[config.mk]
export PLATFORM = sky130hd
export DESIGN_NAME = rip_memory_management_unit
export DESIGN_NICKNAME = d
export VERILOG_FILES = /design/src/rip_mem_pkg.sv /design/src/rip_memory_management_unit.sv
export VERILOG_INCLUDE_DIRS = /design/src /design/src/src
export SDC_FILE = /design/constraint.sdc
export NUM_CORES = 1
export LEC_CHECK = 0
export BUFFER_PORTS_ARGS = -buffer_cell sky130_fd_sc_hd__buf_2
export CAP_MARGIN = 15
export CORE_MARGIN = 2
export CORE_UTILIZATION = 44
export CTS_BUF_LIST = sky130_fd_sc_hd__clkbuf_16
export CTS_CLUSTER_SIZE = 14
export DETAILED_ROUTE_END_ITERATION = 7
export PLACE_DENSITY_LB_ADDON = 0.15
export SKIP_LAST_GASP = 1
export SYNTH_ARGS = -nofsm -noshare
export SYNTH_HDL_FRONTEND = slang
export SYNTH_SLANG_ARGS = --single-unit
[constraint.sdc]
create_clock -name clk -period 3.15 [get_ports clk]
set_clock_uncertainty 0.15 [all_clocks]
set_input_delay 0.63 -clock clk [delete_from_list [all_inputs] [get_ports clk]]
set_output_delay 0.63 -clock clk [all_outputs]
set_load 0.03 [all_outputs]
[src/rip_consts.svh]
`ifndef RIP_CONSTS_SVH
`define RIP_CONSTS_SVH

// core address and data widths
`define RIP_ADDR_WIDTH 32
`define RIP_DATA_WIDTH 32
`define RIP_B_WIDTH 8

// ram depth in words, indexed by address bits above the byte offset
`define RIP_RAM_WORDS 1024

`endif
[src/rip_mem_pkg.sv]
`default_nettype none

`include "rip_consts.svh"

package rip_mem_pkg;

    // one enable bit per byte of a data word
    typedef logic [`RIP_DATA_WIDTH/`RIP_B_WIDTH-1:0] strb_t;

    // request progress of one core port
    typedef enum logic [1:0] {
        PORT_IDLE        = 2'd0,
        PORT_WAIT_OTHER  = 2'd1,
        PORT_WAIT_ACCEPT = 2'd2,
        PORT_WAIT_DONE   = 2'd3
    } port_state_t;

endpackage

`default_nettype wire

[src/rip_memory_management_unit.sv]
`default_nettype none

`include "rip_consts.svh"

module rip_memory_management_unit (
    input  wire                        clk,
    input  wire                        rstn,
    // port 1, data side
    input  wire rip_mem_pkg::strb_t    we_1,
    input  wire                        re_1,
    input  wire [`RIP_ADDR_WIDTH-1:0]  addr_1,
    input  wire [`RIP_DATA_WIDTH-1:0]  din_1,
    output logic [`RIP_DATA_WIDTH-1:0] dout_1,
    output logic                       busy_1,
    // port 2, instruction fetch
    input  wire                        re_2,
    input  wire [`RIP_ADDR_WIDTH-1:0]  addr_2,
    output logic [`RIP_DATA_WIDTH-1:0] dout_2,
    output logic                       busy_2,
    // read transfer channel
    output logic [`RIP_ADDR_WIDTH-1:0] raddr,
    output logic                       rvalid,
    input  wire                        rready,
    input  wire [`RIP_DATA_WIDTH-1:0]  rdata,
    input  wire                        rdone,
    // write transfer channel
    output logic [`RIP_ADDR_WIDTH-1:0] waddr,
    output logic [`RIP_DATA_WIDTH-1:0] wdata,
    output rip_mem_pkg::strb_t         wstrb,
    output logic                       wvalid,
    input  wire                        wready,
    input  wire                        wdone
);

    rip_mem_pkg::port_state_t st_1;
    rip_mem_pkg::port_state_t st_2;

    // port 1 request in flight is a write
    logic                       p1_write;
    logic [`RIP_ADDR_WIDTH-1:0] park_1;
    logic [`RIP_ADDR_WIDTH-1:0] park_2;

    logic own_1;
    logic own_2;
    logic fresh_1;
    logic fresh_2;
    logic start_w1;
    logic grant_1;
    logic grant_2;

    assign busy_1 = (st_1 != rip_mem_pkg::PORT_IDLE);
    assign busy_2 = (st_2 != rip_mem_pkg::PORT_IDLE);

    // read channel arbitration
    always_comb begin
        own_1 = !p1_write && (st_1 == rip_mem_pkg::PORT_WAIT_ACCEPT ||
                              st_1 == rip_mem_pkg::PORT_WAIT_DONE);
        own_2 = (st_2 == rip_mem_pkg::PORT_WAIT_ACCEPT ||
                 st_2 == rip_mem_pkg::PORT_WAIT_DONE);
        start_w1 = (st_1 == rip_mem_pkg::PORT_IDLE) && (we_1 != '0);
        fresh_1  = (st_1 == rip_mem_pkg::PORT_IDLE) && (we_1 == '0) && re_1;
        fresh_2  = (st_2 == rip_mem_pkg::PORT_IDLE) && re_2;
        grant_1  = 1'b0;
        grant_2  = 1'b0;
        if (!own_1 && !own_2) begin
            // a parked port 2 read goes before any new port 1 read
            if (st_2 == rip_mem_pkg::PORT_WAIT_OTHER) begin
                grant_2 = 1'b1;
            end else if (fresh_1 || st_1 == rip_mem_pkg::PORT_WAIT_OTHER) begin
                grant_1 = 1'b1;
            end else begin
                grant_2 = fresh_2;
            end
        end
    end

    always_ff @(posedge clk) begin
        if (!rstn) begin
            st_1     <= rip_mem_pkg::PORT_IDLE;
            st_2     <= rip_mem_pkg::PORT_IDLE;
            p1_write <= 1'b0;
            rvalid   <= 1'b0;
            wvalid   <= 1'b0;
            dout_1   <= '0;
            dout_2   <= '0;
        end else begin
            // port 1
            case (st_1)
                rip_mem_pkg::PORT_IDLE: begin
                    if (start_w1) begin
                        p1_write <= 1'b1;
                        wvalid   <= 1'b1;
                        st_1     <= rip_mem_pkg::PORT_WAIT_ACCEPT;
                    end else if (fresh_1) begin
                        p1_write <= 1'b0;
                        st_1     <= grant_1 ? rip_mem_pkg::PORT_WAIT_ACCEPT
                                            : rip_mem_pkg::PORT_WAIT_OTHER;
                    end
                end
                rip_mem_pkg::PORT_WAIT_OTHER: begin
                    if (grant_1) begin
                        st_1 <= rip_mem_pkg::PORT_WAIT_ACCEPT;
                    end
                end
                rip_mem_pkg::PORT_WAIT_ACCEPT: begin
                    if (p1_write && wready) begin
                        wvalid <= 1'b0;
                        st_1   <= rip_mem_pkg::PORT_WAIT_DONE;
                    end else if (!p1_write && rready) begin
                        st_1 <= rip_mem_pkg::PORT_WAIT_DONE;
                    end
                end
                default: begin
                    if (p1_write && wdone) begin
                        st_1 <= rip_mem_pkg::PORT_IDLE;
                    end else if (!p1_write && rdone) begin
                        dout_1 <= rdata;
                        st_1   <= rip_mem_pkg::PORT_IDLE;
                    end
                end
            endcase

            // port 2, reads only
            case (st_2)
                rip_mem_pkg::PORT_IDLE: begin
                    if (fresh_2) begin
                        st_2 <= grant_2 ? rip_mem_pkg::PORT_WAIT_ACCEPT
                                        : rip_mem_pkg::PORT_WAIT_OTHER;
                    end
                end
                rip_mem_pkg::PORT_WAIT_OTHER: begin
                    if (grant_2) begin
                        st_2 <= rip_mem_pkg::PORT_WAIT_ACCEPT;
                    end
                end
                rip_mem_pkg::PORT_WAIT_ACCEPT: begin
                    if (rready) begin
                        st_2 <= rip_mem_pkg::PORT_WAIT_DONE;
                    end
                end
                default: begin
                    if (rdone) begin
                        dout_2 <= rdata;
                        st_2   <= rip_mem_pkg::PORT_IDLE;
                    end
                end
            endcase

            // one read request toward the master at a time
            if (grant_1 || grant_2) begin
                rvalid <= 1'b1;
            end else if (rready) begin
                rvalid <= 1'b0;
            end
        end
    end

    // request payloads
    always_ff @(posedge clk) begin
        if (start_w1) begin
            waddr <= addr_1;
            wdata <= din_1;
            wstrb <= we_1;
        end
        if (fresh_1) begin
            park_1 <= addr_1;
        end
        if (fresh_2) begin
            park_2 <= addr_2;
        end
        if (grant_1) begin
            raddr <= fresh_1 ? addr_1 : park_1;
        end else if (grant_2) begin
            raddr <= fresh_2 ? addr_2 : park_2;
        end
    end

endmodule

`default_nettype wire

==> metrics.yaml <==
sta:
  tns_ps: 0
  setup_slack_ps: 567.7
  slew_violations: 0
  hold_ws_ps: 161.2
  tightest_slew_ps: 747.3
  finalHoldViolations: 0
  slew_headroom: 0.5018
  fin_crit_sh: 0.8198
  rsz0062_at_grt: "no"
  setup_viol: 0
  finalCriticalPeriod_ps: 2582
  fmax_ghz: 0.3873
clock_network:
  numCtsBuffers: 25
  cts.clk_slew.worst_paths_ps: 60
  cts-resized-gates: 0
  cts_setup_buffers: 0
  cts_hold_buf: 0
  clk_latency_ps: 490
  cts_root_buffer: "clkbuf_16"
  cts_buffer_depth: 3
  cts_max_level: 1
  clock-sinks: 235
  cts_tree: "done"
global_route:
  use_met2: 0.3019
  track_usage: 0.1821
  grt_max_degree: 52
  grt_util_met1: 0.2364
  grt_pass1_wl_um: 29370
  grt_util_met3: 0.04661
  grt_overflow_total: 0
  antenna_found_initial: 0
  top_usage_layer: "met2"
  grt_pass1_vias: 5720
cells_and_area:
  area_growth_pct: 30.32
  drive_above_1_share: 0.4559
  stdcell_count: 1197
  finish.utilization: 0.5871
  stdcell_area_mm2: 0.01102
  antenna_cells: 0
  nets: 1095
yosys:
  yosysSeqAreaShare: 0.6749
  syn_nets: 779
  ys_ff_latch: 235
  syn_area_mm2: 0.008454
  synthCells: 629
  avgSynthCellArea_um2: 13.44
  ys_warn_count: 0
  yosysUniqueCellTypes: 41
placement:
  numPortBuffers: 307
  preCtsSetupSlack_ps: 345.9
  hpwl_um: 13660
  routabilityCongestion: 0.8122
  dp.cells: 1152
  placed_cell_area_mm2: 0.01024
drt:
  vias: 5758
  via_per_inst: 4.810
  drcViolationCount: 0
  first_pass_iters: 4
  first_iter_violations: 192
  final_antenna_net_count: 0
  drt_wl_total_um: 19300
  wire_per_inst_um: 16.13
floorplan:
  die_w_um: 142.6
  top_level_ports: 308
  core_mm2: 0.01877
  row_count: 50
  die_h_um: 142.6
  start_util: 0.4505
  dieArea_mm2: 0.02034
power:
  ir_drop_mv: 0.5139
  power_density_mw_per_mm2: 1047
  power.leakage_nw: 4.789
  p_total_mw: 11.54
setup_path:
  worst_setup_path_end_kind: "flip-flop"
  cp_max_fo: 15
  worst_path_max_delay_cell: "dfxtp_1"
  worst_ep_required_time_ps: 3240
  crit_type: "reg -> reg"
  crit_path_start_kind: "flip-flop"
  crit_arrival_ps: 2670
  slowest_delay_ps: 420
  worstPathCellList: "inv_1 > ha_1 > nand2_1 > buf_4 > mux2_2 > mux2_4"
job:
  maxCapViolations: 0
min_path:
  worstHoldPathType: "in -> reg"
outcome:
  outcome: "completed"
## cell usage after synthesis (all sizes together)
cell     count  area, um^2
a311oi       1       8.760
and2         3       18.77
o21bai       2       15.01
a41o         1       10.01
a31oi        1       6.260
a211o        3       26.28
or4          1       11.26
clkbuf      23       86.33
clkinv       1       3.750
nand4b       1       8.760
o32ai        1       8.760
nand2b       2       12.51
nor3         4       20.02
o41a         2       22.52
nand2      137       514.2
o2bb2ai      1       8.760
o2111ai      1       8.760
inv          7       26.28
a2bb2oi      1       8.760
ha          10       125.1
edfxtp     100        3003
o21ai        2       10.01
mux2        96        1194
o21a         1       7.510
nor2b        2       12.51
dfxtp      135        2703
or2          1       6.260
o311ai       1       8.760
o21ba        1       16.27
buf          8       110.1
nor2         7       50.05
o31ai        1       7.510
a21oi       67       335.3
mux2i        3       30.03
a32o         1       10.01
## worst paths after layout
check | cells past startpoint | from | endpoint | slack (ps)
setup / recovery | 6 | st_2[1] | raddr[17] | 570
hold / removal | 1 | din_1[22] | wdata[22] | 160
setup reg to reg | 6 | st_2[1] | raddr[17] | 570
hold reg to reg | 2 | dout_2[24] | dout_2[24] | 300
## sequential cells by signal, summed over array words and instances (netlist names)
name / flops
rvalid: 1
dout_2: 32
wvalid: 1
wstrb: 4
wdata: 32
raddr: 32
st_1: 2
waddr: 32
park_1: 32
park_2: 32
dout_1: 32
p1_write: 1
st_2: 2
## cell families (layout without fill, tap and decap cells)
| logic type | Yosys count | in the layout | synth area share |
|---|---|---|---|
| multiplexers | 99 | 99 | 0.1447 |
| flip-flops | 235 | 235 | 0.6749 |
| AO/OA/AOI/OAI | 88 | 88 | 0.06142 |
| adder cells (fa/ha/maj) | 10 | 10 | 0.01480 |
| buffers and inverters | 39 | 373 | 0.02679 |
| AND/OR/NAND/NOR | 158 | 158 | 0.07740 |
## layout make-up
class,count,area [um^2]
fill,1570,7750
inverter,8,30.03
clock buffer,25,625.6
timing repair buffer,320,1672
multi-input combinational,355,2536
tap,234,292.8
clock inverter,20,156.4
sequential,235,5705
## layer usage
layer | up-vias | routed length [um]
met4 | 0 | 451
met1 | 2668 | 8123
li1 | 2849 | -
met2 | 209 | 9173
met5 | - | 0
met3 | 32 | 1555
## power breakdown
part	internal [mW]	leakage (nW)	switching, mW
registers	4.49	2.09	0.271
clock network	1.67	0.408	1.09
logic	1.45	2.29	2.56
## worst max-delay path: cells and delay by family (launching register included)
kind                       cells  cell delay (ps)
adders and majority gates      1              270
muxes                          2              640
DFF                            1              420
buffers and inverters          2              440
and+or+nand+nor                1              390
## layout by cell type (no fill, tap or decap), types with 2 or more instances in the layout
master,Yosys,final
a211o_1,3,3
a21oi_1,67,67
and2_1,3,3
buf_12,3,3
buf_2,1,307
buf_4,0,10
bufinv_16,0,3
clkbuf_16,0,25
clkinv_1,1,9
clkinv_2,0,2
dfxtp_1,135,135
edfxtp_1,100,100
ha_1,10,10
inv_1,7,14
mux2_1,15,15
mux2_2,51,51
mux2_4,30,30
mux2i_1,3,3
nand2_1,137,137
nand2b_1,2,2
nor2_1,5,4
nor2b_1,2,2
nor3_1,4,4
o21ai_0,2,2
o21bai_1,2,2
Note: power is estimated with default switching activity, not from simulation.
